--- src/design/cs02_pkg.sv ---
package cs02_pkg;

	// ----------------------------------------------------------
	// Bus widths
	// ----------------------------------------------------------
	localparam int ADR_W = 24;
	localparam int DAT_W = 12;

	typedef logic [ADR_W-1:0] wb_adr_t;
	typedef logic [DAT_W-1:0] wb_data_t;

	// Master to slaves
	typedef struct packed {
		logic     cyc;
		logic     stb;
		logic     we;
		wb_adr_t  adr;
		wb_data_t dat;
	} wb_req_t;

	// Slave or fabric back to master
	typedef struct packed {
		logic     ack;
		wb_data_t dat;
	} wb_rsp_t;

	// ----------------------------------------------------------
	// Address map
	// ----------------------------------------------------------
	// Scratch RAM at the bottom 1k words
	localparam int RAM_AW = 10;
	localparam logic [ADR_W-RAM_AW-1:0] RAM_BASE_HI = '0;
	// PRNG page E306xx
	localparam logic [15:0] PRNG_PAGE = 16'hE306;
	// Semaphores EFxxxx
	localparam logic [7:0] SEMA_PAGE = 8'hEF;
	localparam int SEMA_N = 16;
	localparam int SEMA_AW = $clog2(SEMA_N);

	// ----------------------------------------------------------
	// PRNG and watchdog
	// ----------------------------------------------------------
	localparam int PRNG_W = 24;
	// x^24+x^23+x^22+x^17+1, right shifting form
	localparam logic [PRNG_W-1:0] PRNG_TAPS = 24'hE1_0000;
	localparam logic [PRNG_W-1:0] PRNG_SEED = 24'h5A_C3E1;
	localparam int ERR_TIMEOUT = 16;
	localparam int ERR_CNT_W = $clog2(ERR_TIMEOUT + 1);

endpackage

--- src/design/cs02_bus_error.sv ---
`timescale 1ns/10ps

module cs02_bus_error (
	input  logic              cpuclk,
	input  logic              rst,
	input  cs02_pkg::wb_req_t req_i,
	input  logic              ack_i,
	output logic              err_o
);
	import cs02_pkg::*;

	logic [ERR_CNT_W-1:0] cnt_q;
	logic                 err_q;

	always_ff @(posedge cpuclk) begin
		if (rst) begin
			cnt_q <= '0;
			err_q <= 1'b0;
		end else if (!req_i.cyc) begin
			// Cycle ended so the error is dropped too
			cnt_q <= '0;
			err_q <= 1'b0;
		end else if (ack_i) begin
			cnt_q <= '0;
		end else if (req_i.stb) begin
			// Saturate and flag on the edge after the limit
			if (cnt_q == ERR_CNT_W'(ERR_TIMEOUT))
				err_q <= 1'b1;
			else
				cnt_q <= cnt_q + 1'b1;
		end
	end

	assign err_o = err_q;

endmodule

--- config.mk ---
export PLATFORM = sky130hd
export DESIGN_NAME = cs02_bus_error
export DESIGN_NICKNAME = d
export VERILOG_FILES = /design/src/design/cs02_pkg.sv /design/src/design/cs02_bus_error.sv
export SDC_FILE = /design/constraint.sdc
export NUM_CORES = 1
export LEC_CHECK = 0
export BUFFER_PORTS_ARGS = -buffer_cell sky130_fd_sc_hd__buf_4
export CAP_MARGIN = 20
export CELL_PAD_IN_SITES_DETAIL_PLACEMENT = 0
export CELL_PAD_IN_SITES_GLOBAL_PLACEMENT = 2
export CORE_ASPECT_RATIO = 1.75
export CORE_MARGIN = 2
export CORE_UTILIZATION = 11
export CTS_CLUSTER_DIAMETER = 120
export DETAILED_ROUTE_END_ITERATION = 10
export PLACE_DENSITY_LB_ADDON = 0.05
export SLEW_MARGIN = 10
export SYNTH_ARGS = -nofsm -noshare
export SYNTH_HDL_FRONTEND = slang
export SYNTH_SLANG_ARGS = --single-unit
--- constraint.sdc ---
create_clock -name cpuclk -period 1.6 [get_ports cpuclk]
set_input_delay 0.32 -clock cpuclk [delete_from_list [all_inputs] [get_ports cpuclk]]
set_output_delay 0.32 -clock cpuclk [all_outputs]
set_load 0.05 [all_outputs]
; After elaboration in Yosys (flattened, before gate mapping)
; Cells that the tools add are included.
[classes]
add_sub_neg = 1
mul = 0
div = 0
n_lt_le_gt_ge = 0
n_eq_ne = 1
shifts = 0
mux = 0
bitwise_logic = 3
n_reduce_logical = 4
[ops]
columns = op, count
row1 = "adder 5 x 1 -> 5 bit, second input constant", 1
row2 = "== test 5 bit, second input constant", 1
row3 = NOT 1 bit, 3
row4 = AND reduction 3 bit, 1
row5 = OR reduction 3 bit, 1
row6 = AND reduction 2 bit, 1
row7 = OR reduction 2 bit, 1
[word_totals]
ff_bits = 6
latch_bits = 0
mem_bits_rw = 0
romBits = 0
out_inout_bits = 1
memories = 0

; Longest topological paths before layout
[depth]
word_depth = 3
ltp_mapped = 5
ltp_nobuf = 5

; Worst setup path after synthesis
; Ideal clock, no wire load.
[synth_timing]
kind = flip-flop to flip-flop
startpoint = register cnt_q[0]
endpoint = register cnt_q[2]
setup_time_ps = 68
arrival_time_ps = 1228
t_required_ps = 1532
slack_ps = 304
stages_incl_launch_ff = 6
n_path_buf = 0
synth_period_minus_slack_ps = 1296
cell_sequence = dfxtp_1 > inv_1 > ha_1 > and4bb_4 > or3_1 > a21oi_2
[synth_between]
elab_chain_len = 3
[synth_rtl]
columns = element, line
row1 = "start, declared", cs02_bus_error.sv:12  ; logic [ERR_CNT_W-1:0] cnt_q;
row2 = "start signal, assigned", cs02_bus_error.sv:30  ; cnt_q <= cnt_q + 1'b1;
row3 = branches (longest 3 deep; another with adder 5 x 1 -> 5 bit), --
; Parallel ways; which one is timed is not known.
; A chain may end at the register's enable or synchronous reset.

; Worst setup path in the final report
; Same ends and word-level chain as after synthesis.

==> summary.txt <==
Pwr
  • Switch share: 17.7%
  • Internal Power: 0.322 mW
  • Pwr Density: 971 nW/µm²
  • Combinational share of power: 4.6%
  • LEAKAGE: 0.148 nW
  • Clock power share: 56.4%
  • Net Switching: 0.0691 mW
  • Peak VDD IR: 247 µV
  • Power share of the sequential group: 38.9%

STA
  • Unrepaired setup endpoints after global routing: false
  • Final hold vios: 0
  • Slew @ Worst Pin: 280 ps
  • Post-layout min period: 1400 ps
  • Fmax: 0.715 GHz
  • Slew Viols, Final: 0
  • Final setup TNS: 0 ps
  • WHS: 266 ps
  • Skew final: 0.352 ps
  • Crit share post-route: 87.4%
  • Slew margin rel.: 81.3%
  • Setup WS post-layout: 202 ps
  • Count of final setup violators: 0

Synth
  • Ys flop type: dfxtp_1
  • Synth Net Count: 76
  • YS warnings: 0
  • Register area share after synthesis: 41.2%
  • Post-synth design cell area: 292 µm²
  • Yosys top cell area share: 41.2%
  • Unique masters post-synth: 15
  • Synth Register Bits: 6
  • Synth area leaders: dfxtp_1, ha_1, xor2_1
  • Largest area contributor in the netlist: dfxtp_1
  • Post-Syn Instances: 32
  • Top-count cell post-synth: dfxtp_1
  • Post-Syn Area per Cell: 9.11 µm²
  • Async SR Flop Fraction: 0%
  • Number of synthesized flops with an enable pin: 0
  • Most frequent cells after synthesis: dfxtp_1, inv_1

CTS
  • CTS Buf Count: 3
  • Clock sink count: 6
  • CTS tree: done
  • # hold bufs at CTS: 0
  • Later-pin clock latency in the skew report: 220 ps
  • CTS Root Cell: clkbuf_8
  • H-tree depth: 1
  • Worst-path clk slew: 40 ps
  • Clock tree buffer depth: 2
  • Setup Fix Bufs, Post-CTS: 0
  • Post_cts resized: 0

Drt
  • Met2 WL: 412 µm
  • Metal1 wirelength: 254 µm
  • Vias/cell: 3.74
  • Vias: 247
  • Final wirelength: 697 µm
  • 1st-iter DRT viols: 3
  • Drt drc: 0
  • Top Metal Used: met4
  • Post-DRT Antenna Nets: 0
  • Metal3 WL: 17 µm
  • Drt wl/cell: 10.6 µm
  • First-pass iteration count of the detailed router: 3

Critical path
  • Arrival time worst endpoint: 1550 ps
  • WS Path Type: flip-flop to flip-flop
  • R2R depth: 5
  • Crit. End Element: flip-flop
  • Launching point of the worst reg2reg path: cnt_q[0]
  • Crit path max fanout: 6
  • Startpoint Class: flip-flop
  • R2r setup slk: 200 ps
  • CP required: 1750 ps
  • RR Endpoint: cnt_q[2]

Hold path
  • Worst Hold Class: primary input to flip-flop
  • WHS Endpoint: err_o
  • Worst hold path stage count: 2
  • Hold_sp: rst

Floorplan
  • DIE AREA: 3090 µm²
  • Boundary pin count: 43
  • # rows: 24
  • Initial Utilization: 11.7%
  • Core area: 2490 µm²
  • Die Y: 72.1 µm
  • Die W: 42.9 µm

Finish
  • Final Instance Area: 403 µm²
  • Fraction of layout cells with a size suffix above 1: 25.0%
  • P&R area growth vs syn: 38.2%
  • # diodes: 0
  • Layout Utilization: 16.2%
  • Final Net Count: 86

Global route
  • Vias in the first global route: 249
  • Initial antenna violation count: 0
  • GRT Overall Usage: 4.91%
  • Pin count of the biggest net entering global routing: 7
  • Congestion Overflow GR: 0
  • First-pass GRT wire length: 1040 µm

Run status
  • Status: finished clean

Place
  • Dpl ws: 190 ps
  • Gpl congestion: 0.591
  • HPWL Detailed: 572 µm
  • Dpl cell area: 362 µm²
  • Buffers on Ports: 5

Flow run
  • Max Cap Viol: 0
[state kept, by name, indices dropped and copies added, names as in the netlist]
| name | count |
|---|---|
| cnt_q | 5 |
| err_o | 1 |
[area by class of cell]
type | count | area, µm²
sequential | 6 | 120
timing repair buffer | 5 | 37.5
clock buffer | 3 | 41.3
inverter | 4 | 15.0
fill | 296 | 2090
tap | 26 | 32.5
multi-input combinational | 22 | 156
[worst max-delay path, stage by stage, from the launching register on]
cell,delay [ps]
dfxtp_1,380
inv_1,60
ha_1,200
and4bb_4,220
or3_1,360
a21oi_2,110
[layer usage]
metal	global-route usage [%]	up-vias
li1	-	127
met5	0	-
met3	1.74	2
met1	3.21	116
met4	4.17	0
met2	9.76	2
[logic make-up after synthesis]
| logic type | count (synthesis) | share of synthesized area, % |
|---|---|---|
| fa+ha+maj | 2 | 8.58 |
| xor+xnor | 2 | 6.01 |
| simple gates | 12 | 27.0 |
| flops | 6 | 41.2 |
| compound gates | 6 | 12.0 |
| buf+inv | 4 | 5.15 |
[how the worst max path moves through the flow]
stage               startpoint  endpoint  slack (ps)  cells after the start
floorplan             cnt_q[0]  cnt_q[2]         300                      5
global placement      cnt_q[0]  cnt_q[2]         210                      5
detailed placement    cnt_q[0]  cnt_q[2]         190                      5
CTS                   cnt_q[0]  cnt_q[2]         180                      5
global route          cnt_q[0]  cnt_q[0]         140                      5
finish                cnt_q[0]  cnt_q[2]         200                      5
[stage by stage]
step | cells | power (mW)
after global routing | 66 | 0.410
after floorplan | 32 | 0.161
after global placement | 63 | 0.173
after CTS | 66 | 0.400
final | 66 | 0.391
after detailed placement | 63 | 0.173
[power groups by stage]
stage | logic (mW) | clock network [mW] | registers (mW)
floorplan | 0.00643 | 0 | 0.154
global placement | 0.0181 | 0 | 0.154
detailed placement | 0.0182 | 0 | 0.155
CTS | 0.0184 | 0.230 | 0.152
global route | 0.0200 | 0.237 | 0.152
finish | 0.0181 | 0.221 | 0.152
[cells in the final DEF (no fill, tap or decap)]
cell,instances
nor2_1,2
o21ai_0,2
buf_4,5
ha_1,2
or3_1,2
inv_1,4
and4bb_4,1
nand4_1,2
dfxtp_1,6
xor2_1,2
a21oi_2,1
nor3b_1,1
nand3b_1,2
clkbuf_8,3
a21oi_1,2
a31oi_1,1
nand2_1,2
Note: power is estimated with default switching activity, not from simulation.
