## config.mk

```make
export PLATFORM = sky130hd
export DESIGN_NAME = cs02_sema_mem
export DESIGN_NICKNAME = d
export VERILOG_FILES = /design/src/design/cs02_pkg.sv /design/src/design/cs02_sema_mem.sv
export SDC_FILE = /design/constraint.sdc
export NUM_CORES = 1
export LEC_CHECK = 0
export BUFFER_PORTS_ARGS = -buffer_cell sky130_fd_sc_hd__buf_4
export CORE_MARGIN = 3
export CORE_UTILIZATION = 43
export CTS_CLUSTER_SIZE = 8
export DETAILED_ROUTE_END_ITERATION = 12
export PLACE_DENSITY = 0.77
export REMOVE_ABC_BUFFERS = 1
export SLEW_MARGIN = 20
export SYNTH_ARGS = -nofsm -noshare
export SYNTH_HDL_FRONTEND = slang
export SYNTH_SLANG_ARGS = --single-unit
```

## constraint.sdc

```tcl
create_clock -name cpuclk -period 1.3 [get_ports cpuclk]
set_input_delay 0.195 -clock cpuclk [delete_from_list [all_inputs] [get_ports cpuclk]]
set_output_delay 0.195 -clock cpuclk [all_outputs]
set_load 0.1 [all_outputs]
```

## src/design/cs02_pkg.sv

```systemverilog
package cs02_pkg;

	// ----------------------------------------------------------
	// Bus widths
	// ----------------------------------------------------------
	localparam int ADR_W = 24;
	localparam int DAT_W = 12;

	typedef logic [ADR_W-1:0] wb_adr_t;
	typedef logic [DAT_W-1:0] wb_data_t;

	// Master to slaves
	typedef struct packed {
		logic     cyc;
		logic     stb;
		logic     we;
		wb_adr_t  adr;
		wb_data_t dat;
	} wb_req_t;

	// Slave or fabric back to master
	typedef struct packed {
		logic     ack;
		wb_data_t dat;
	} wb_rsp_t;

	// ----------------------------------------------------------
	// Address map
	// ----------------------------------------------------------
	// Scratch RAM at the bottom 1k words
	localparam int RAM_AW = 10;
	localparam logic [ADR_W-RAM_AW-1:0] RAM_BASE_HI = '0;
	// PRNG page E306xx
	localparam logic [15:0] PRNG_PAGE = 16'hE306;
	// Semaphores EFxxxx
	localparam logic [7:0] SEMA_PAGE = 8'hEF;
	localparam int SEMA_N = 16;
	localparam int SEMA_AW = $clog2(SEMA_N);

	// ----------------------------------------------------------
	// PRNG and watchdog
	// ----------------------------------------------------------
	localparam int PRNG_W = 24;
	// x^24+x^23+x^22+x^17+1, right shifting form
	localparam logic [PRNG_W-1:0] PRNG_TAPS = 24'hE1_0000;
	localparam logic [PRNG_W-1:0] PRNG_SEED = 24'h5A_C3E1;
	localparam int ERR_TIMEOUT = 16;
	localparam int ERR_CNT_W = $clog2(ERR_TIMEOUT + 1);

endpackage

```

## src/design/cs02_sema_mem.sv

```systemverilog
`timescale 1ns/10ps

module cs02_sema_mem (
	input  logic              cpuclk,
	input  logic              rst,
	input  logic              cs_i,
	input  cs02_pkg::wb_req_t req_i,
	output cs02_pkg::wb_rsp_t rsp_o
);
	import cs02_pkg::*;

	logic [SEMA_N-1:0]  lock_q;
	logic [SEMA_AW-1:0] idx;
	logic               strobe;
	logic               go_q;
	logic               done_q;
	logic               ack_q;
	wb_data_t           rd_q;

	assign idx = req_i.adr[SEMA_AW-1:0];
	assign strobe = cs_i & req_i.cyc & req_i.stb;

	// ----------------------------------------------------------
	// Handshake and lock bits
	// ----------------------------------------------------------
	always_ff @(posedge cpuclk) begin
		if (rst) begin
			go_q   <= 1'b0;
			done_q <= 1'b0;
			ack_q  <= 1'b0;
			lock_q <= '0;
		end else begin
			go_q  <= strobe & ~go_q & ~done_q;
			ack_q <= go_q;
			if (go_q)
				done_q <= 1'b1;
			else if (!req_i.stb)
				done_q <= 1'b0;
			// Read claims, any write releases
			if (go_q)
				lock_q[idx] <= ~req_i.we;
		end
	end

	// 1 means the caller now owns the lock
	always_ff @(posedge cpuclk) begin
		if (go_q && !req_i.we)
			rd_q <= {{(DAT_W-1){1'b0}}, ~lock_q[idx]};
		else
			rd_q <= '0;
	end

	assign rsp_o = '{ack: ack_q, dat: rd_q};

endmodule

```

Yosys cells after proc, flatten, opt, wreduce, memory -nomap -nowiden
Index checks and enable logic that the tools add are counted.
{"block": "totals", "input_bits": 42, "output_inout_bits": 13, "wordCells": 27, "reg_bits": 31}
{"block": "classes", "n_lt_le_gt_ge": 2, "mux": 7, "n_eq_ne": 1, "reduce_logical": 3, "bitwise": 8}
{"op": "16-bit bitwise mux", "count": 1}
{"op": "4-bit by 5-bit < comparator with 1-bit output, second input constant", "count": 1}
{"op": "1-bit AND", "count": 4}
{"op": "1-bit binary-select mux with 4-bit select", "count": 1}
{"op": "1-bit demux with 4-bit select", "count": 1}
{"op": "4-bit by 1-bit greater-or-equal comparator with 1-bit output, second input constant", "count": 1}
{"op": "1-bit two-way mux", "count": 4}
{"op": "1-bit NOT", "count": 4}
{"op": "1-bit logical AND", "count": 2}
{"op": "2-bit by 1-bit inequality test with 1-bit output, second input constant", "count": 1}
{"op": "1-bit zero test", "count": 1}

Logic depth before layout (Yosys ltp)
{"block": "depth", "word_depth": 5, "ltp_mapped": 5, "ltp_nobuf": 3}

Least setup slack after synthesis
OpenSTA, ideal clock, no wires.
{"block": "synth_path", "path_kind": "register to register", "from": "reg go_q", "to": "reg lock_q[4]", "slack_ns": 0.159, "path_stages_with_launch": 4, "period_less_slack_ns": 1.141, "setup_time_ns": 0.091, "n_path_buf": 0, "t_required_ns": 1.209, "arrival_ns": 1.050, "path_cell_list": "dfxtp_1 > nor3b_2 > a21oi_1 > a311oi_1"}
{"element": "start: declaration", "line": "cs02_sema_mem.sv:15", "source": "logic go_q;"}
{"element": "start signal: assignment", "line": "cs02_sema_mem.sv:33", "source": "go_q <= strobe & ~go_q & ~done_q;"}
{"element": "end signal: indexed assignment", "line": "cs02_sema_mem.sv:41", "source": "lock_q[idx] <= ~req_i.we;"}
{"element": "end: declaration", "line": "cs02_sema_mem.sv:12", "source": "logic [SEMA_N-1:0] lock_q;"}

==> run metrics <==
Setup Buffers After CTS=0; first-pass iteration count of the detailed router=4; Cell Pwr Density=1050 mW/mm²; Gate Count Post-Synth=between 100 and 150; Critical Path Start=go_q; maximum level of the CTS H-tree=1; Worst Setup Slack, final=roughly 0.12 ns; CTS Buffer Depth=2; yosys warns=0; Reg2Reg Launch Point=go_q; ys flop type=dfxtp_1; Slew Limit Fails=0; Hold Path Class=in -> reg; crit-path cells=nor3b_2 > buf_4 > a21oi_1 > a311oi_1; aggregate global routing overflow=0; Synth Cell Area=slightly above 0.001 mm²; Final GP Congestion=between 0.8 and 0.9; CP Data Arrival Time=1.38 ns; clock-pin slew on the worst setup and hold paths=~0.1 ns; IO Port Bufs=11; end of the worst hold path=done_q; total negative slack=0 ns; Hold Path Cell Cnt=3; crit-path max cell delay=0.40 ns; CTS Sinks=20; DRT iter0 DRCs=10; Worst Path Buf+Inv=1; Root Buffer=clkbuf_4; RSZ-0062 raised after global routing=no; placed instance area=roughly 0.0011 mm²; max cap viols=0; Total Die Area=around 0.003 mm²; CP Data Required Time=approximately 1.5 ns; flops & latches, synth=20; P_leak=~0.42 nW; CP max-delay cell=dfxtp_2; Die Height=~55 µm; vias per cell=approximately 5.7; Starting Density=0.458; Post-DP HPWL=~1.3 mm; initial antenna violation count=0; WS Path Type=reg -> reg; num rows=17; Avg Cell Area, Syn=just under 10 µm²; hold_ws=around 0.14 ns; largest fanout on the critical path=8; Distinct cells, synth=27; largest family of logic cells by synthesized area=compound AO/OA/AOI/OAI gates; first-pass GRT wire length=around 3.2 mm; number of global-route vias before repair=around 700; GR Util All Layers=0.154; worst slack, placed=approximately 0.025 ns; leading cell type in the layout, fill and taps excluded=dfxtp_1; Layout Area Growth over Synthesis=6.98%; largest net degree at the start of global routing=20; Peak Freq=between 800 and 900 MHz; CTS tree=done; # diodes=0; nets=~150; Routed WL per cell=approximately 14 µm; antenna viol nets, final=0; hold_sp=req_i[37]; simple-gate share of the synthesized area=0.113; Critical R2R Capture=lock_q[12]; Final Cell Area=between 0.001 and 0.0015 mm²; outcome=finished clean; Residual DRC=0; CTS buffer count=3; # setup viols final=0; register area share after synthesis=0.392; mux contribution to synthesized area=0.0955; Post-synth EDFFs=0; FF-to-FF setup slack=0.12 ns; FFs w/ async S/R, synth=0; crit path launch type=register; delay-heaviest family, CP=flip-flops; Adder-Cell Fraction of Synth Area=0; Min Clock Period, post-route=~1.2 ns; final hold violation count=0; filler cell count=between 200 and 250; Worst IR Drop VDD=1.00 mV; Core Region=between 0.002 and 0.0025 mm²; layout cells sized above 1=0.255; vias=between 700 and 800; clk_skew=0.00145 ns; CTS Hold Bufs=0; xor and xnor area share after synthesis=0; area of the multi-input gates=507 µm²; fin crit share=0.905; Synth Area in Compound Gates=0.244; # IOs=55; Reg area=around 400 µm²; final WL=roughly 1.9 mm; reg2reg path depth=4; Skew-Pair Late Insertion Delay=about 0.30 ns; Die W=approximately 55 µm; Setup crit end kind=register; commonest non-fill, non-tap cells in the layout=19 x dfxtp_1, 18 x a21oi_1, 17 x buf_4, 16 x a311oi_1, 11 x conb_1; total power=1.15 mW
==> worst max-delay path by stage <==
stage | endpoint | slack, ns | cells after the start
4_1_cts | lock_q[2] | 0.002 | 3
5_1_grt | lock_q[8] | 0.03 | 4
3_3_place_gp | rd_q[0] | 0.08 | 4
2_1_floorplan | lock_q[4] | 0.15 | 3
6_report | lock_q[12] | 0.12 | 4
3_5_place_dp | lock_q[2] | 0.03 | 3
==> synthesized netlist by cell type (2+ instances only) <==
library cell / number / share of area
and3b_1: 2 / 0.017
clkbuf_1: 3 / 0.011
nor2_1: 4 / 0.015
a311oi_1: 16 / 0.14
nor2b_1: 3 / 0.018
buf_4: 12 / 0.088
dfxtp_1: 20 / 0.39
buf_2: 7 / 0.034
mux4_1: 2 / 0.051
a21oi_1: 18 / 0.088
mux2_2: 2 / 0.022
==> area by class of cell <==
class	count	share of cell area
Timing Repair Buffer	17	0.117
Tap cell	28	0.0320
Multi-Input combinational cell	70	0.463
Clock buffer	3	0.0206
Sequential cell	20	0.367
==> per-layer routing <==
layer	global-route usage	wire length, µm	up-vias
met2	0.244	936	25
met1	0.200	854	369
met5	0	0	-
li1	-	-	384
met4	0.0249	11	0
met3	0.0572	131	2
==> cells by family after synthesis <==
| family | Yosys count |
|---|---|
| AOI/OAI and AO/OA | 36 |
| buffers and inverters | 25 |
| DFF | 20 |
| muxes | 5 |
| other | 1 |
| and+or+nand+nor | 18 |
==> what timing repair did <==
action | CTS | global route
endpoints found under the hold margin | 0 | 0
setup endpoints to repair | 0 | 15
resized for setup | 0 | 4
==> stage by stage <==
stage,util,cells
finish,0.490,138
global route,0.490,138
CTS,0.487,138
detailed placement,0.477,135
global placement,0.477,135
floorplan,-,90
==> sequential cells by signal, indices dropped and copies added (netlist names) <==
name / flops
lock_q: 16
go_q: 1
ack_q: 1
done_q: 1
rd_q: 1
==> power breakdown <==
part | total (mW) | leakage [nW] | switching (mW) | internal (mW)
registers | 0.620 | 0.162 | 0.00302 | 0.617
logic | 0.248 | 0.244 | 0.202 | 0.0457
clock network | 0.284 | 0.0138 | 0.176 | 0.108
total | 1.15 | 0.420 | 0.381 | 0.771
==> tightest hold or removal path, delay by kind of cell <==
kind	cells	cell delay, ns
and+or+nand+nor	1	0.07
AOI/OAI and AO/OA	1	0.05
buffers and inverters	1	0.08
(Power assumes the default switching activity.)
