<file path="src/design/cs02_pkg.sv">
package cs02_pkg;

	// ----------------------------------------------------------
	// Bus widths
	// ----------------------------------------------------------
	localparam int ADR_W = 24;
	localparam int DAT_W = 12;

	typedef logic [ADR_W-1:0] wb_adr_t;
	typedef logic [DAT_W-1:0] wb_data_t;

	// Master to slaves
	typedef struct packed {
		logic     cyc;
		logic     stb;
		logic     we;
		wb_adr_t  adr;
		wb_data_t dat;
	} wb_req_t;

	// Slave or fabric back to master
	typedef struct packed {
		logic     ack;
		wb_data_t dat;
	} wb_rsp_t;

	// ----------------------------------------------------------
	// Address map
	// ----------------------------------------------------------
	// Scratch RAM at the bottom 1k words
	localparam int RAM_AW = 10;
	localparam logic [ADR_W-RAM_AW-1:0] RAM_BASE_HI = '0;
	// PRNG page E306xx
	localparam logic [15:0] PRNG_PAGE = 16'hE306;
	// Semaphores EFxxxx
	localparam logic [7:0] SEMA_PAGE = 8'hEF;
	localparam int SEMA_N = 16;
	localparam int SEMA_AW = $clog2(SEMA_N);

	// ----------------------------------------------------------
	// PRNG and watchdog
	// ----------------------------------------------------------
	localparam int PRNG_W = 24;
	// x^24+x^23+x^22+x^17+1, right shifting form
	localparam logic [PRNG_W-1:0] PRNG_TAPS = 24'hE1_0000;
	localparam logic [PRNG_W-1:0] PRNG_SEED = 24'h5A_C3E1;
	localparam int ERR_TIMEOUT = 16;
	localparam int ERR_CNT_W = $clog2(ERR_TIMEOUT + 1);

endpackage

</file>
<file path="src/design/cs02_bus_fabric.sv">
`timescale 1ns/10ps

module cs02_bus_fabric (
	input  logic              cpuclk,
	input  logic              rst,
	input  cs02_pkg::wb_req_t req_i,
	input  cs02_pkg::wb_rsp_t ram_rsp_i,
	input  cs02_pkg::wb_rsp_t prng_rsp_i,
	input  cs02_pkg::wb_rsp_t sema_rsp_i,
	output logic              cs_ram_o,
	output logic              cs_prng_o,
	output logic              cs_sema_o,
	output cs02_pkg::wb_rsp_t rsp_o
);
	import cs02_pkg::*;

	wb_rsp_t merged;
	wb_rsp_t rsp_q;

	// ----------------------------------------------------------
	// Circuit selects
	// ----------------------------------------------------------
	// Pages do not overlap so at most one select is high
	always_comb begin
		cs_ram_o  = req_i.adr[ADR_W-1:RAM_AW] == RAM_BASE_HI;
		cs_prng_o = req_i.adr[ADR_W-1:8] == PRNG_PAGE;
		cs_sema_o = req_i.adr[ADR_W-1:16] == SEMA_PAGE;
	end

	// ----------------------------------------------------------
	// Response merge
	// ----------------------------------------------------------
	// Idle slaves hold dat at zero
	always_comb begin
		merged.ack = ram_rsp_i.ack | prng_rsp_i.ack | sema_rsp_i.ack;
		merged.dat = ram_rsp_i.dat | prng_rsp_i.dat | sema_rsp_i.dat;
	end

	// One register stage toward the master
	always_ff @(posedge cpuclk) begin
		if (rst) begin
			rsp_q <= '0;
		end else begin
			rsp_q <= merged;
		end
	end

	assign rsp_o = rsp_q;

endmodule

</file>
<file path="config.mk">
export PLATFORM = sky130hd
export DESIGN_NAME = cs02_bus_fabric
export DESIGN_NICKNAME = d
export VERILOG_FILES = /design/src/design/cs02_pkg.sv /design/src/design/cs02_bus_fabric.sv
export SDC_FILE = /design/constraint.sdc
export NUM_CORES = 1
export LEC_CHECK = 0
export ABC_AREA = 1
export BUFFER_PORTS_ARGS = -buffer_cell sky130_fd_sc_hd__buf_2
export CAP_MARGIN = 5
export CORE_ASPECT_RATIO = 1.5
export CORE_UTILIZATION = 25
export DETAILED_ROUTE_END_ITERATION = 7
export GPL_ROUTABILITY_DRIVEN = 0
export GPL_TIMING_DRIVEN = 0
export PLACE_DENSITY = 0.76
export SETUP_SLACK_MARGIN = 0.02
export SYNTH_ARGS = -nofsm -noshare
export SYNTH_HDL_FRONTEND = slang
export SYNTH_SLANG_ARGS = --single-unit
export TNS_END_PERCENT = 10
</file>
<file path="constraint.sdc">
create_clock -name cpuclk -period 0.8 [get_ports cpuclk]
set_input_delay 0.04 -clock cpuclk [delete_from_list [all_inputs] [get_ports cpuclk]]
set_output_delay 0.04 -clock cpuclk [all_outputs]
set_load 0.05 [all_outputs]
</file>
=== Word-level counts from Yosys, hierarchy flattened ===
Cells that the tools add are included.

* Flip-flop bits (word level): 13
* Input port bits: 80
* Output and inout port bits: 16
* Logic and storage cells: 9

* Eq/ne operators: 2
* Bitwise operators: 4
* Reductions and logical operators: 1

{| class="wikitable"
|+ Operators with widths
! cell !! count
|-
| bitwise OR 12 bit || 2
|-
| equality test 16 bit, second input constant || 1
|-
| logical NOT 14 bit || 1
|-
| equality test 8 bit, second input constant || 1
|-
| bitwise OR 1 bit || 2
|}

=== Logic depth before layout (Yosys ltp) ===
* Depth in word-level cells: 2
* Mapped depth: 5
* Gate-level depth less buffers: 5

=== Worst setup path before layout ===
No wires, ideal clock.

* Kind: input -> output
* From: in req_i[32] (netlist name)
* To: out cs_sema_o
* Arrival: 1.242 ns
* Data required time: 0.760 ns
* Slack: -0.482 ns
* Cell stages on the path: 3
* Path buffers: 0
* Cell sequence: inv_1 nand2_1 nor3_1

* Word-level cells in the longest chain between the ends: 1

{| class="wikitable"
|+ RTL lines
! what !! line !! RTL
|-
| start, declared || cs02_bus_fabric.sv:6 || <nowiki>input cs02_pkg::wb_req_t req_i,</nowiki>
|-
| equality test 8 bit || cs02_bus_fabric.sv:27 || <nowiki>cs_sema_o = req_i.adr[ADR_W-1:16] == SEMA_PAGE;</nowiki>
|-
| end, declared || cs02_bus_fabric.sv:12 || <nowiki>output logic cs_sema_o,</nowiki>
|}

No other way between the ends.

=== Worst setup path in the final report ===
* From: reg rsp_q, in the netlist rsp_o[7]
* To: out rsp_o[7] (netlist name)

{| class="wikitable"
|+ RTL lines
! what !! line !! RTL
|-
| start, declared || cs02_bus_fabric.sv:18 || <nowiki>wb_rsp_t rsp_q;</nowiki>
|-
| start signal, assigned || cs02_bus_fabric.sv:44 || <nowiki>rsp_q <= merged;</nowiki>
|-
| end, declared || cs02_bus_fabric.sv:13 || <nowiki>output cs02_pkg::wb_rsp_t rsp_o</nowiki>
|}

No word-level cell between the ends.

==> impl_metrics.sql <==
INSERT INTO impl_metrics (metric_group, metric, value, unit) VALUES
('outcome', 'outcome', 'finished with violations', ''),
('outcome', 'failed_checks', 'hold timing', ''),
('clock_tree', 'numCtsBuffers', '3', ''),
('sta', 'rsz0062_at_grt', 'true', ''),
('die', 'core-area', '0.00203', 'mm^2'),
('synthesis', 'synth.yosys.seq_area_share', '48.9', '%'),
('die', 'rows', '20', ''),
('detailed_routing', 'detailroute.via_count', '919', ''),
('setup_path', 'critPathLaunchType', 'flop', ''),
('sta', 'timing.max_slew.rel_slack', '83.6', '%'),
('die', 'die_area', '0.00232', 'mm^2'),
('pwr', 'power.static_leakage', '0.000765', 'uW'),
('sta', 'slew_viols_final', '0', ''),
('setup_path', 'standard_cell_with_the_maximum_stage_delay_on_the_critical_path', 'sky130_fd_sc_hd__dfxtp_2', ''),
('detailed_routing', 'detail_route.drc_violations', '0', ''),
('sta', 'fin_hold_ws', '-1.36', 'ps'),
('global_route', 'globalRouteOverflowTotal', '0', ''),
('die', 'ios', '96', ''),
('synthesis', 'netlist_area', '532', 'um^2'),
('die', 'die_x', '39.7', 'um'),
('pwr', 'vdd_drop_max', '0.656', 'mV'),
('synthesis', 'yosys_warnings', '0', ''),
('synthesis', 'postSynthCellCount', '78', ''),
('global_route', 'globalRouteTotalUtil', '21.2', '%'),
('synthesis', 'post-synth-top-count-cell', 'sky130_fd_sc_hd__nor2_1', ''),
('setup_path', 'critical_path_depth', '1', ''),
('clock_tree', 'cts_tree', 'yes', ''),
('synthesis', 'syn_area_per_cell', '6.82', 'um^2'),
('sta', 'post-route-period-util', '98.9', '%'),
('global_route', 'grt_pass1_vias', '893', ''),
('synthesis', 'ys_dominant_reg_cell', 'sky130_fd_sc_hd__dfxtp_1', ''),
('detailed_routing', 'detail_route.vias_per_cell', '4.36', ''),
('sta', 'final.setup.tns', '0', 'ps'),
('placement', 'place.detailed.hpwl', '1.28', 'mm'),
('setup_path', 'crit_path_end_kind', 'output port', ''),
('setup_path', 'critical_path_peak_fanout', '1', ''),
('clock_tree', 'clock-root-buffer', 'sky130_fd_sc_hd__clkbuf_4', ''),
('clock_tree', 'cts_htree_levels', '1', ''),
('synthesis', 'syn_nets', '158', ''),
('finish', 'filler_cell_count', '146', ''),
('finish', 'insertedDiodeCount', '0', ''),
('detailed_routing', 'route.antenna.remaining_nets', '0', ''),
('synthesis', 'synth.ff_latch_count', '13', ''),
('sta', 'max_freq', '1.26', 'GHz'),
('finish', 'areaGrowthSynthToFinish', '194', '%'),
('finish', 'final_layout_size_suffix_gt1_share', '61.9', '%'),
('setup_path', 'critical_path_required', '760', 'ps'),
('sta', 'final_hold_viol_count', '1', ''),
('synthesis', 'async_flop_share', '0', '%'),
('detailed_routing', 'detailedRoute.firstIterationViolations', '20', ''),
('synthesis', 'synth_enable_flop_cells', '0', ''),
('run', 'drv_cap', '0', ''),
('die', 'initial_utilization', '26.2', '%'),
('sta', 'timing.final.ws_setup', '8.58', 'ps'),
('finish', 'largest_register_ffs', '13', ''),
('clock_tree', 'clockBufferDepth', '2', ''),
('setup_path', 'slowest_delay', '340', 'ps'),
('placement', 'number_of_port_buffers', '72', ''),
('global_route', 'grt_antenna_before_repair', '0', ''),
('setup_path', 'arrival', '750', 'ps'),
('sta', 'worst-slew-pin-transition', '248', 'ps'),
('placement', 'dp_slack', '-22.2', 'ps'),
('synthesis', 'synthDistinctLibCells', '9', ''),
('detailed_routing', 'drt-total-wl', '2.58', 'mm'),
('sta', 'period_minus_slack', '791', 'ps'),
('synthesis', 'netlist.top_cell.by_area', 'sky130_fd_sc_hd__dfxtp_1', ''),
('hold_path', 'worst_hold_path_type', 'in -> reg', ''),
('finish', 'final_net_count', '270', ''),
('hold_path', 'worstHoldPathCells', '3', ''),
('detailed_routing', 'wl_per_cell', '12.2', 'um'),
('global_route', 'maximum_number_of_pins_on_one_net_before_global_route_repair', '11', '');
[path summary, 6_finish.rpt]
check  slack [ps]           startpoint                   to
min            -1        prng_rsp_i[1]  rsp_o[1]$_SDFF_PP0_
max             9  rsp_o[7]$_SDFF_PP0_             rsp_o[7]
[cell usage in the layout, fill, tap and decap left out, drive strengths merged]
cell	netlist	final
nor2	22	22
dlygate4sd3	0	35
nand2	13	13
nor3	14	14
clkbuf	0	4
nand4	1	1
nand3	1	1
dfxtp	13	13
inv	13	13
buf	1	73
[per-stage QoR]
stage               cell area [um^2]  cells  util [%]  power [uW]
floorplan                        539     78         -         943
global placement                 927    172      45.7        1120
detailed placement               927    172      45.7        1140
CTS                             1440    211      71.0        1770
global route                    1560    211      77.0        1920
finish                          1560    211      77.0        1830
[cells by family (layout without fill, tap and decap cells)]
group,count (synthesis),count (layout),share of synthesized area [%]
DFF,13,13,48.9
and+or+nand+nor,51,51,40.9
buffers and inverters,14,125,10.1
[layout make-up]
cell class                      count  area (um^2)  share of cell area (%)
Tap cell                           22         27.5                    1.76
Multi-Input combinational cell     51          305                    19.6
Buffer                              1         5.00                   0.321
Sequential cell                    13          277                    17.7
Inverter                           13         48.8                    3.12
Timing Repair Buffer              107          872                    55.8
Clock buffer                        4         26.3                    1.68
[metal layers]
layer  routed length (um)  vias to the layer above  global-route usage (%)
met2                 1550                       53                    42.9
met1                  832                      406                    17.6
met4                   17                        0                    10.3
met5                    0                        -                       0
met3                  181                        2                    3.40
li1                     -                      458                       -
[power by group]
group	leakage [uW]	switching [uW]	internal (uW)	total, uW
Clock	0.0000150	213	193	405
Sequential	0.000111	26.7	700	726
Combinational	0.000640	325	375	701
Total	0.000765	565	1270	1830
[what timing repair did]
item,4_1_cts,5_1_grt
gates resized for setup,49,35
hold endpoints to repair,13,0
endpoints found under the setup margin,15,27
cloned,0,0
hold buffers,35,0
pin swaps,0,13
No activity file was read; power rests on OpenSTA's default activity.
