--- src/design/cs02_pkg.sv ---
package cs02_pkg;

	// ----------------------------------------------------------
	// Bus widths
	// ----------------------------------------------------------
	localparam int ADR_W = 24;
	localparam int DAT_W = 12;

	typedef logic [ADR_W-1:0] wb_adr_t;
	typedef logic [DAT_W-1:0] wb_data_t;

	// Master to slaves
	typedef struct packed {
		logic     cyc;
		logic     stb;
		logic     we;
		wb_adr_t  adr;
		wb_data_t dat;
	} wb_req_t;

	// Slave or fabric back to master
	typedef struct packed {
		logic     ack;
		wb_data_t dat;
	} wb_rsp_t;

	// ----------------------------------------------------------
	// Address map
	// ----------------------------------------------------------
	// Scratch RAM at the bottom 1k words
	localparam int RAM_AW = 10;
	localparam logic [ADR_W-RAM_AW-1:0] RAM_BASE_HI = '0;
	// PRNG page E306xx
	localparam logic [15:0] PRNG_PAGE = 16'hE306;
	// Semaphores EFxxxx
	localparam logic [7:0] SEMA_PAGE = 8'hEF;
	localparam int SEMA_N = 16;
	localparam int SEMA_AW = $clog2(SEMA_N);

	// ----------------------------------------------------------
	// PRNG and watchdog
	// ----------------------------------------------------------
	localparam int PRNG_W = 24;
	// x^24+x^23+x^22+x^17+1, right shifting form
	localparam logic [PRNG_W-1:0] PRNG_TAPS = 24'hE1_0000;
	localparam logic [PRNG_W-1:0] PRNG_SEED = 24'h5A_C3E1;
	localparam int ERR_TIMEOUT = 16;
	localparam int ERR_CNT_W = $clog2(ERR_TIMEOUT + 1);

endpackage

--- src/design/cs02_prng.sv ---
`timescale 1ns/10ps

module cs02_prng (
	input  logic              cpuclk,
	input  logic              rst,
	input  logic              cs_i,
	input  cs02_pkg::wb_req_t req_i,
	output cs02_pkg::wb_rsp_t rsp_o
);
	import cs02_pkg::*;

	logic [PRNG_W-1:0] lfsr_q;
	logic [PRNG_W-1:0] lfsr_step;
	logic [PRNG_W-1:0] seed_mix;
	logic [1:0]        ofs;
	logic              strobe;
	logic              go_q;
	logic              done_q;
	logic              ack_q;
	wb_data_t          rd_q;

	assign ofs = req_i.adr[1:0];
	assign strobe = cs_i & req_i.cyc & req_i.stb;

	// One Galois step to the right
	assign lfsr_step = {1'b0, lfsr_q[PRNG_W-1:1]} ^ (lfsr_q[0] ? PRNG_TAPS : '0);

	// Offset 2 is the low seed half, offset 3 the high half
	always_comb begin
		if (ofs[0])
			seed_mix = {req_i.dat, lfsr_q[DAT_W-1:0]};
		else
			seed_mix = {lfsr_q[PRNG_W-1:DAT_W], req_i.dat};
		// Stuck state avoided
		if (seed_mix == '0)
			seed_mix = PRNG_SEED;
	end

	// ----------------------------------------------------------
	// Handshake and generator state
	// ----------------------------------------------------------
	always_ff @(posedge cpuclk) begin
		if (rst) begin
			go_q   <= 1'b0;
			done_q <= 1'b0;
			ack_q  <= 1'b0;
			lfsr_q <= PRNG_SEED;
		end else begin
			go_q  <= strobe & ~go_q & ~done_q;
			ack_q <= go_q;
			if (go_q)
				done_q <= 1'b1;
			else if (!req_i.stb)
				done_q <= 1'b0;
			// Seed load
			if (go_q && req_i.we && ofs[1])
				lfsr_q <= seed_mix;
			// Advance after the high half has been read
			else if (go_q && !req_i.we && ofs == 2'd1)
				lfsr_q <= lfsr_step;
		end
	end

	// Read data from the state before any step
	always_ff @(posedge cpuclk) begin
		if (go_q && !req_i.we)
			rd_q <= ofs[0] ? lfsr_q[PRNG_W-1:DAT_W] : lfsr_q[DAT_W-1:0];
		else
			rd_q <= '0;
	end

	assign rsp_o = '{ack: ack_q, dat: rd_q};

endmodule

--- config.mk ---
export PLATFORM = sky130hd
export DESIGN_NAME = cs02_prng
export DESIGN_NICKNAME = d
export VERILOG_FILES = /design/src/design/cs02_pkg.sv /design/src/design/cs02_prng.sv
export SDC_FILE = /design/constraint.sdc
export NUM_CORES = 1
export LEC_CHECK = 0
export ABC_CLOCK_PERIOD_IN_PS = 5300
export BUFFER_PORTS_ARGS = -buffer_cell sky130_fd_sc_hd__buf_2
export CAP_MARGIN = 10
export CELL_PAD_IN_SITES_DETAIL_PLACEMENT = 1
export CELL_PAD_IN_SITES_GLOBAL_PLACEMENT = 1
export CORE_AREA = 8 8 80 82
export DETAILED_ROUTE_END_ITERATION = 10
export DIE_AREA = 0 0 88 90
export GPL_TIMING_DRIVEN = 0
export PLACE_DENSITY = 0.9
export SETUP_SLACK_MARGIN = 0.05
export SKIP_CTS_REPAIR_TIMING = 1
export SYNTH_ARGS = -nofsm -noshare
export SYNTH_HDL_FRONTEND = slang
export SYNTH_SLANG_ARGS = --single-unit
--- constraint.sdc ---
create_clock -name cpuclk -period 5.3 [get_ports cpuclk]
set_input_delay 0.795 -clock cpuclk [delete_from_list [all_inputs] [get_ports cpuclk]]
set_output_delay 0.795 -clock cpuclk [all_outputs]
set_load 0.005 [all_outputs]
# After elaboration in Yosys (flattened, before gate mapping)
# Index checks and enable logic that the tools add are counted.
[totals] register_bits=39 elab_cells=29 input_bits=42 out_inout_bits=13
[op_classes] reduce_logical=7 bitwise=7 muxes=8 eq_ne=2
[op_table] operator="$mux 24" count=5
[op_table] operator="$logic_not 24->1" count=1
[op_table] operator="$xor 23x24->24" count=1
[op_table] operator="$mux 12" count=1
[op_table] operator="$and 1x1->1" count=4
[op_table] operator="$logic_and 1x1->1" count=4
[op_table] operator="$eq 2x1->1 const B" count=1
[op_table] operator="$mux 1" count=2
[op_table] operator="$ne 2x1->1 const B" count=1
[op_table] operator="$not 1->1" count=2
[op_table] operator="$reduce_bool 2->1" count=1
[op_table] operator="$logic_not 1->1" count=1

# Logic depth before layout (Yosys ltp)
# Gate-level depths: netlist (run 1).
[logic_depth] word_depth=5 ltp_mapped=8 depth_no_buf=5

# Least setup slack after synthesis (run 1)
# OpenSTA, ideal clock, no wires.
[synth_timing] kind="input -> register" start="input port req_i[12] in the netlist's numbering" end="register lfsr_q[5]" required_time_ps=5226 setup_slack_ps=3125 t_arrival_ps=2101 path_stages=7 path_cell_list="buf_2 > or4_1 > o22ai_1 > and3_1 > o2111ai_2 > buf_6 > a31oi_1"
[synth_between] elab_chain_len=4 elab_cells_between_ends=7 classes_between="eq/ne: 1; mux: 3; reduce/logical: 3"
[synth_rtl] item="from (decl)" line_no="cs02_prng.sv:7" source="input cs02_pkg::wb_req_t req_i,"
[synth_rtl] item="$mux 24" line_no="cs02_prng.sv:30" source="if (ofs[0])"
[synth_rtl] item="$logic_not 24->1" line_no="cs02_prng.sv:35" source="if (seed_mix == '0)"
[synth_rtl] item="$mux 24" line_no="cs02_prng.sv:35"
[synth_rtl] item="$mux 24" line_no="cs02_prng.sv:56" source="if (go_q && req_i.we && ofs[1])"
[synth_rtl] item="to (signal assigned)" line_no="cs02_prng.sv:57" source="lfsr_q <= seed_mix;"
[synth_rtl] item="to (signal assigned)" line_no="cs02_prng.sv:60" source="lfsr_q <= lfsr_step;"
[synth_rtl] item="to (decl)" line_no="cs02_prng.sv:12" source="logic [PRNG_W-1:0] lfsr_q;"
# Several ways; a longest one is shown, not always the timed one.
# A chain may end at the register's enable or synchronous reset.

# Final worst setup path (run 1)
[layout_timing] start="input port req_i[12] in the netlist's numbering" end="register lfsr_q[17]"
# The elaborated chain is that of the path after synthesis.

==> results of run 1 <==
## critical path: cells and delay by family
| family | cells | cell delay [ps] |
|---|---|---|
| buffers and inverters | 3 | 730 |
| AOI/OAI and AO/OA | 2 | 570 |
| and+or+nand+nor | 1 | 500 |
## path summary, 6_finish.rpt
| kind | startpoint | end | slack, ps | depth (start not counted) |
|---|---|---|---|---|
| worst min-delay path | done_q | go_q | 440 | 1 |
| worst max register to register | go_q | lfsr_q[3] | 3090 | 7 |
| worst min register to register | done_q | go_q | 440 | 1 |
| worst max-delay path | req_i[12] | lfsr_q[17] | 2890 | 6 |
## cell usage in the layout (no fill, tap or decap), types with 4 or more instances in the layout
cell      count
clkbuf_8      6
o21ba_2       8
nand2_1       8
o21ai_0      12
inv_1         5
dfxtp_1      39
nor4_1        4
mux2i_1      20
a221oi_1      9
o22ai_1       4
or3_1         4
nand3_1       5
a31oi_1       6
buf_2        38
a21oi_1      15
nor3_1       15
nor2_1       39
clkbuf_1      9
## logic make-up after synthesis
logic type / after synthesis
multiplexers: 20
flip-flops: 39
XOR/XNOR: 4
AND/OR/NAND/NOR: 91
AO/OA/AOI/OAI: 61
buffers and inverters: 25
## report_power, final
group          total [mW]  switching [mW]  internal [mW]
registers           0.299         0.00286          0.296
logic              0.0506          0.0307         0.0199
clock network       0.263           0.110          0.152
total               0.612           0.144          0.468
## metrics by stage
stage / power (mW) / worst slack (ps) / area (um^2)
6_report: 0.612 / 2890 / 2380
5_1_grt: 0.628 / 2740 / 2380
4_1_cts: 0.610 / 2960 / 2380
3_5_place_dp: 0.355 / 2660 / 2260
3_3_place_gp: 0.353 / 2750 / 2260
2_1_floorplan: 0.333 / 3120 / 2010
## final cells by class
type | count | area, um^2 | area share
inverter | 5 | 18.8 | 0.00789
clock buffer | 6 | 82.6 | 0.0347
buffer | 20 | 103 | 0.0432
sequential | 39 | 781 | 0.328
clock inverter | 2 | 35.0 | 0.0147
timing repair buffer | 31 | 155 | 0.0653
tap | 72 | 90.1 | 0.0379
multi-input combinational | 176 | 1110 | 0.468
## layer usage
layer	vias up	global-route usage	share of wire
li1	957	-	-
met1	1001	0.213	0.41
met2	106	0.280	0.48
met3	23	0.0364	0.083
met4	0	0.100	0.030
met5	-	0	0
## registers in the layout, indices dropped and copies added (netlist names)
name and count:
ack_q 1, done_q 1, go_q 1, lfsr_q 24, rd_q 12
==> impl_metrics.json, run 1 <==
{
  "slew_violations": 0,
  "cts_inserted_buffers": 5,
  "synth.largest_area_cell": "dfxtp_1",
  "rows": 27,
  "final_util": 0.454,
  "final_antenna_net_count": 0,
  "portBuffers": 31,
  "dieArea_um2": 7920,
  "synth-adder-area-share": 0,
  "ys_warn_count": 0,
  "root_buffer": "clkbuf_8",
  "ys_seq_area_frac": 0.388,
  "worst_ep_arrival_time_ps": 2590,
  "avgSynthCellArea_um2": 8.39,
  "synthFlopType": "dfxtp_1",
  "clk_latency_ps": 300,
  "cts_buffer_depth": 2,
  "nNetsFinal": 320,
  "max_freq_mhz": 415,
  "yosys-top-cells-area": "dfxtp_1, mux2i_1, nor2_1, o21ba_2, a221oi_1",
  "grt.total_usage": 0.177,
  "syn_area_um2": 2010,
  "antenna_found_initial": 0,
  "ir_worst_vdd_v": 0.0000828,
  "wl_per_cell_um": 19.7,
  "grt_max_degree": 13,
  "synthXorXnorAreaFrac": 0.0174,
  "first_iter_violations": 180,
  "core_um2": 5240,
  "setup_viol": 0,
  "cp_max_fo": 10,
  "drive_gt1_frac": 0.211,
  "cts_num_sinks": 39,
  "relSlewSlack": 0.599,
  "status": "finished clean",
  "grt_pass1_wl_mm": 11.0,
  "yosys.area.top_type_share": 0.388,
  "ys_types": 35,
  "area_growth_pct": 18.0,
  "synth_common_cells": "dfxtp_1, nor2_1, mux2i_1",
  "drv_cap": 0,
  "vias": 2087,
  "diodes": 0,
  "endpoint_kind": "flop",
  "rsz0062_at_grt": "no",
  "fillers": 651,
  "grt_pass1_vias": 2183,
  "die_h_um": 90,
  "cts.clk_slew.worst_paths_ps": 80,
  "layoutNonFillerInstCount": 351,
  "clock_skew_ps": 7.51,
  "fin_setup_tns_ps": 0,
  "worstPathRequired_ps": 5480,
  "cts_tree": "yes",
  "dp_hpwl_mm": 4.95,
  "synth_mux_area_frac": 0.0994,
  "place_congestion": 0.987,
  "synthArstFlopShare": 0,
  "crit_type": "primary input to flop",
  "synth_seq_cells": 39,
  "dp.cells": 343,
  "synth_top_family_by_area": "simple AND/OR/NAND/NOR gates",
  "fin_crit_ps": 2410,
  "synth_edf_count": 0,
  "max_slew.worst_pin.slew_ps": 601,
  "vias_per_cell": 5.95,
  "die_x_um": 88,
  "min_period_over_period": 0.454,
  "cp_cell_sequence": "buf_2 -> buf_2 -> buf_1 -> nand3_1 -> a221oi_1 -> a21oi_1",
  "crit_slowest_cell": "nand3_1",
  "cp_common_cell": "buf_2",
  "synthesis.nets": 282,
  "holdWs_ps": 444,
  "yosys.area_share.simple": 0.228,
  "cts_max_level": 2,
  "dr.pass1.iters": 5,
  "wl_mm": 6.93,
  "synth_compound_area_frac": 0.207,
  "synth_cells": 240,
  "powerDensity_nw_per_um2": 257,
  "overflow": 0,
  "hold_path.class": "flop to flop",
  "start_kind": "primary input",
  "p_leak_nw": 0.933,
  "slowest_delay_ps": 500,
  "io_pins": 55,
  "report.final.hold_viol_count": 0,
  "remaining_drc_errors": 0,
  "start_util": 0.385
}
Note: power is estimated with default switching activity, not from simulation.
==> run 2: changes to the inputs <==
--- a/config.mk
+++ b/config.mk
@@ -5,16 +5,16 @@
 export SDC_FILE = /design/constraint.sdc
 export NUM_CORES = 1
 export LEC_CHECK = 0
-export ABC_CLOCK_PERIOD_IN_PS = 5300
+export ABC_CLOCK_PERIOD_IN_PS = 2380
 export BUFFER_PORTS_ARGS = -buffer_cell sky130_fd_sc_hd__buf_2
 export CAP_MARGIN = 10
 export CELL_PAD_IN_SITES_DETAIL_PLACEMENT = 1
 export CELL_PAD_IN_SITES_GLOBAL_PLACEMENT = 1
-export CORE_AREA = 8 8 80 82
+export CORE_AREA = 8 8 82 84
 export DETAILED_ROUTE_END_ITERATION = 10
-export DIE_AREA = 0 0 88 90
+export DIE_AREA = 0 0 90 92
 export GPL_TIMING_DRIVEN = 0
-export PLACE_DENSITY = 0.9
+export PLACE_DENSITY = 0.86
 export SETUP_SLACK_MARGIN = 0.05
 export SKIP_CTS_REPAIR_TIMING = 1
 export SYNTH_ARGS = -nofsm -noshare
==> constraint.sdc (replaced) <==
create_clock -name cpuclk -period 2.38 [get_ports cpuclk]
set_input_delay 0.357 -clock cpuclk [delete_from_list [all_inputs] [get_ports cpuclk]]
set_output_delay 0.357 -clock cpuclk [all_outputs]
set_load 0.005 [all_outputs]
==> run 2 against run 1 <==
  * Register-to-register slack worse by 2800 ps
  * Sequential cell count unchanged
  * Count of clock-buffer cells in the layout increased by 1
  * Die area grew 4.5%
  * Sequential share of layout area rose by 0.51 points
  * Power grew 98%
  * Critical path type is now flop to flop
==> impl_metrics.json, run 2 (synthesized netlist as in run 1, its figures left out) <==
{
  "worstHoldEndpoint": "ack_q",
  "multi_input_area_um2": 1110,
  "endpoint_kind": "flop",
  "dr.pass1.iters": 4,
  "cts_buffer_depth": 2,
  "place_congestion": 0.909,
  "crit_path_start": "go_q",
  "cts_inserted_buffers": 5,
  "dieArea_um2": 8280,
  "rr_startpoint": "go_q",
  "cp_max_fo": 10,
  "reg2reg_depth": 7,
  "diodes": 0,
  "start_kind": "flop",
  "crit_slowest_cell": "nand2_1",
  "start_util": 0.373,
  "largest_reg_flops": 24,
  "powerDensity_nw_per_um2": 517,
  "cts_max_level": 2,
  "remaining_drc_errors": 0,
  "die_x_um": 90,
  "grt_pass1_wl_mm": 11.1,
  "status": "finished clean",
  "max_freq_mhz": 472,
  "mostFrequentLayoutCells": "nor2_1, dfxtp_1, buf_2, mux2i_1",
  "rsz0062_at_grt": "no",
  "relSlewSlack": 0.642,
  "grt_max_degree": 12,
  "worstPathRequired_ps": 2540,
  "grt.total_usage": 0.164,
  "portBuffers": 31,
  "setup_viol": 0,
  "reg2reg_to": "lfsr_q[3]",
  "core_um2": 5410,
  "cts.clk_slew.worst_paths_ps": 80,
  "top_regs": "lfsr_q x24, rd_q x12",
  "slowest_delay_ps": 420,
  "drv_cap": 0,
  "report.final.hold_viol_count": 0,
  "area_growth_pct": 16.2,
  "worst_ep_arrival_time_ps": 2280,
  "dp_hpwl_mm": 4.80,
  "fin_crit_ps": 2120,
  "holdWs_ps": 241,
  "antenna_found_initial": 0,
  "wl_mm": 6.63,
  "r2r_setup_slack_ps": 260,
  "largest_register": "lfsr_q",
  "fillers": 676,
  "root_buffer": "clkbuf_8",
  "worstHoldPathCells": 2,
  "final_util": 0.433,
  "vias": 2053,
  "io_pins": 55,
  "seqCellArea_um2": 781,
  "hold_path.class": "primary input to flop",
  "min_from": "rst",
  "fin_setup_tns_ps": 0,
  "first_iter_violations": 133,
  "slew_violations": 0,
  "vias_per_cell": 5.85,
  "cp_cell_sequence": "clkbuf_1 -> nand3_1 -> nand2_1 -> buf_2 -> o21ai_0 -> o21ai_0 -> nor2_1",
  "max_slew.worst_pin.slew_ps": 536,
  "die_h_um": 92,
  "cts_num_sinks": 39,
  "rows": 27,
  "cts_tree": "yes",
  "crit_type": "flop to flop",
  "drive_gt1_frac": 0.204,
  "clock_skew_ps": 7.27,
  "min_period_over_period": 0.891,
  "cp_common_cell": "o21ai_0",
  "ir_worst_vdd_v": 0.000179,
  "wl_per_cell_um": 18.9,
  "nNetsFinal": 320,
  "grt_pass1_vias": 2161,
  "clk_latency_ps": 290,
  "overflow": 0,
  "final_antenna_net_count": 0,
  "p_leak_nw": 0.915
}
## run 2: how the worst max path moves through the flow
stage	end	cells past startpoint	slack, ps
global placement	lfsr_q[20]	6	270
finish	lfsr_q[3]	7	260
CTS	lfsr_q[3]	7	310
global route	lfsr_q[11]	7	100
floorplan	lfsr_q[5]	7	640
detailed placement	lfsr_q[14]	6	180
## run 2: area by class of cell
class | count | area share
clock buffer | 7 | 0.0326
inverter | 5 | 0.00802
timing repair buffer | 31 | 0.0663
buffer | 20 | 0.0438
multi-input combinational | 176 | 0.475
sequential | 39 | 0.334
clock inverter | 1 | 0.00214
tap | 72 | 0.0385
## run 2: routing by layer
metal,GRT usage,up-vias,wire length [um]
met1,0.196,995,2780
met4,0.0763,0,140
met5,0,-,0
met2,0.270,89,3140
li1,-,953,-
met3,0.0407,16,566
## run 2: where the power goes
part	leakage, nW	internal (mW)	switching (mW)	total [mW]
Combinational	0.557	0.0443	0.0667	0.111
Clock	0.0422	0.206	0.229	0.435
Sequential	0.315	0.659	0.00619	0.665
## run 2: worst max-delay path, delay by kind of cell (launching register included)
family                 cells  cell delay [ps]
AO/OA/AOI/OAI              2              230
flip-flops                 1              310
buffers and inverters      2              590
AND/OR/NAND/NOR            3              850
## run 2: stage by stage
stage	worst slack [ps]	instance area (um^2)	total power, mW	instances
floorplan	643	2010	0.741	240
global placement	268	2260	0.786	343
detailed placement	182	2260	0.789	343
CTS	307	2340	1.22	351
global route	101	2340	1.26	351
finish	260	2340	1.21	351
==> run 3: changes to the inputs <==
--- a/config.mk
+++ b/config.mk
@@ -10,12 +10,12 @@
 export CAP_MARGIN = 10
 export CELL_PAD_IN_SITES_DETAIL_PLACEMENT = 1
 export CELL_PAD_IN_SITES_GLOBAL_PLACEMENT = 1
-export CORE_AREA = 8 8 82 84
+export CORE_AREA = 8 8 71 98
 export DETAILED_ROUTE_END_ITERATION = 10
-export DIE_AREA = 0 0 90 92
+export DIE_AREA = 0 0 79 106
 export GPL_TIMING_DRIVEN = 0
-export PLACE_DENSITY = 0.86
-export SETUP_SLACK_MARGIN = 0.05
+export PLACE_DENSITY = 0.85
+export SETUP_SLACK_MARGIN = 0.4
 export SKIP_CTS_REPAIR_TIMING = 1
 export SYNTH_ARGS = -nofsm -noshare
 export SYNTH_HDL_FRONTEND = slang
==> run 3 against run 2 <==
  * Sequential power about the same
  * Sequential cell count unchanged
  * Setup slack improved by 160 ps
  * Hold slack worse by 11 ps
  * Die area up 1.1%
  * Clock power up 17%
  * Register-to-register slack improved by 160 ps
  * Power up 6.6%
  * Non-clock buffer count increased by 2
  * Via count decreased by 0.93%
  * First-iteration DRC count decreased by 2.3%
  * Combinational power rose by 5%
==> impl_metrics.json, run 3 (synthesized netlist as in run 1, its figures left out) <==
{
  "status": "finished clean",
  "die_h_um": 106,
  "drive_gt1_frac": 0.246,
  "place_congestion": 0.925,
  "reg2reg_to": "lfsr_q[17]",
  "cp_max_fo": 5,
  "cts_inserted_buffers": 5,
  "cts_max_level": 2,
  "min_period_over_period": 0.824,
  "grt.total_usage": 0.172,
  "endpoint_kind": "flop",
  "ir_worst_vdd_v": 0.000227,
  "rows": 33,
  "mostFrequentLayoutCells": "nor2_1, dfxtp_1, buf_2, mux2i_1, nor3_1",
  "portBuffers": 31,
  "final_antenna_net_count": 0,
  "clk_latency_ps": 300,
  "crit_type": "flop to flop",
  "largest_reg_flops": 24,
  "max_slew.worst_pin.slew_ps": 589,
  "fillers": 722,
  "multi_input_area_um2": 1150,
  "start_kind": "flop",
  "rr_startpoint": "lfsr_q[8]",
  "dp_hpwl_mm": 5.08,
  "r2r_setup_slack_ps": 420,
  "clock_skew_ps": 9.23,
  "cts_tree": "yes",
  "dr.pass1.iters": 4,
  "remaining_drc_errors": 0,
  "grt_pass1_wl_mm": 11.4,
  "post_dp_cell_area_um2": 2260,
  "drv_cap": 0,
  "wl_mm": 7.25,
  "diodes": 0,
  "pre_cts_slack_ps": 149,
  "area_growth_pct": 19.9,
  "seqCellArea_um2": 781,
  "io_pins": 55,
  "setup.worst_path.end": "lfsr_q[17]",
  "overflow": 0,
  "setup_viol": 0,
  "p_leak_nw": 0.941,
  "vias_per_cell": 5.79,
  "cts.clk_slew.worst_paths_ps": 80,
  "grt_max_degree": 12,
  "max_freq_mhz": 510,
  "root_buffer": "clkbuf_8",
  "dieArea_um2": 8370,
  "setup_ws_ps": 419,
  "top_regs": "lfsr_q x24, rd_q x12",
  "wl_per_cell_um": 20.7,
  "report.final.hold_viol_count": 0,
  "hold_path.class": "primary input to flop",
  "nNetsFinal": 322,
  "vias": 2034,
  "die_x_um": 79,
  "slew_violations": 0,
  "cts_buffer_depth": 2,
  "relSlewSlack": 0.607,
  "worst_ep_arrival_time_ps": 2180,
  "cts_num_sinks": 39,
  "reg2reg_depth": 6,
  "rsz0062_at_grt": "no",
  "crit_path_start": "lfsr_q[8]",
  "fin_crit_ps": 1960,
  "largest_register": "lfsr_q",
  "grt_pass1_vias": 2174,
  "stdcell_area_um2": 2420,
  "antenna_found_initial": 0,
  "first_iter_violations": 130,
  "start_util": 0.359,
  "powerDensity_nw_per_um2": 534,
  "fin_setup_tns_ps": 0,
  "worstPathRequired_ps": 2600,
  "core_um2": 5620
}
-- run 3: cell types whose count changed in the layout (fill, tap and decap cells not counted), sizes merged --
cell	change
clkbuf	+3
clkinv	-1
-- run 3: layer usage --
| metal | up-vias | track usage | wire length (um) |
|---|---|---|---|
| met1 | 998 | 0.184 | 2800 |
| met3 | 20 | 0.0346 | 395 |
| met2 | 61 | 0.298 | 3830 |
| met4 | 0 | 0.114 | 225 |
| met5 | - | 0 | 0 |
| li1 | 955 | - | - |
-- run 3: report_power, final --
part	internal, mW	total, mW	switching, mW
logic	0.0453	0.116	0.0707
registers	0.659	0.665	0.00614
clock network	0.265	0.509	0.244
-- run 3: area by class of cell --
cell class              instances  area share
multi-input cells             176       0.476
flip-flops and latches         39       0.323
repair buffers                 33      0.0694
plain buffers                  20      0.0461
clock buffers                   8      0.0414
well taps                      70      0.0363
inverters                       5     0.00777
-- run 3: stage by stage --
step	instances	power, mW	utilization	hold WS [ps]
after floorplan	240	0.741	-	399
after global placement	341	0.788	0.402	405
after detailed placement	341	0.790	0.402	426
after CTS	349	1.29	0.420	231
after global routing	351	1.33	0.430	238
final	351	1.29	0.430	230
-- run 3: critical path, stage by stage, from the launching register on --
cell and delay, ps:
dfxtp_1 370, or4b_4 570, o22ai_1 160, and3_1 230, o2111ai_4 180, buf_2 220, a21oi_1 160
-- run 3: how the worst min path moves through the flow --
stage | to | cells past startpoint | startpoint
floorplan | go_q | 1 | done_q
global placement | go_q | 1 | done_q
detailed placement | go_q | 1 | done_q
CTS | ack_q | 2 | rst
global route | ack_q | 2 | rst
finish | ack_q | 2 | rst
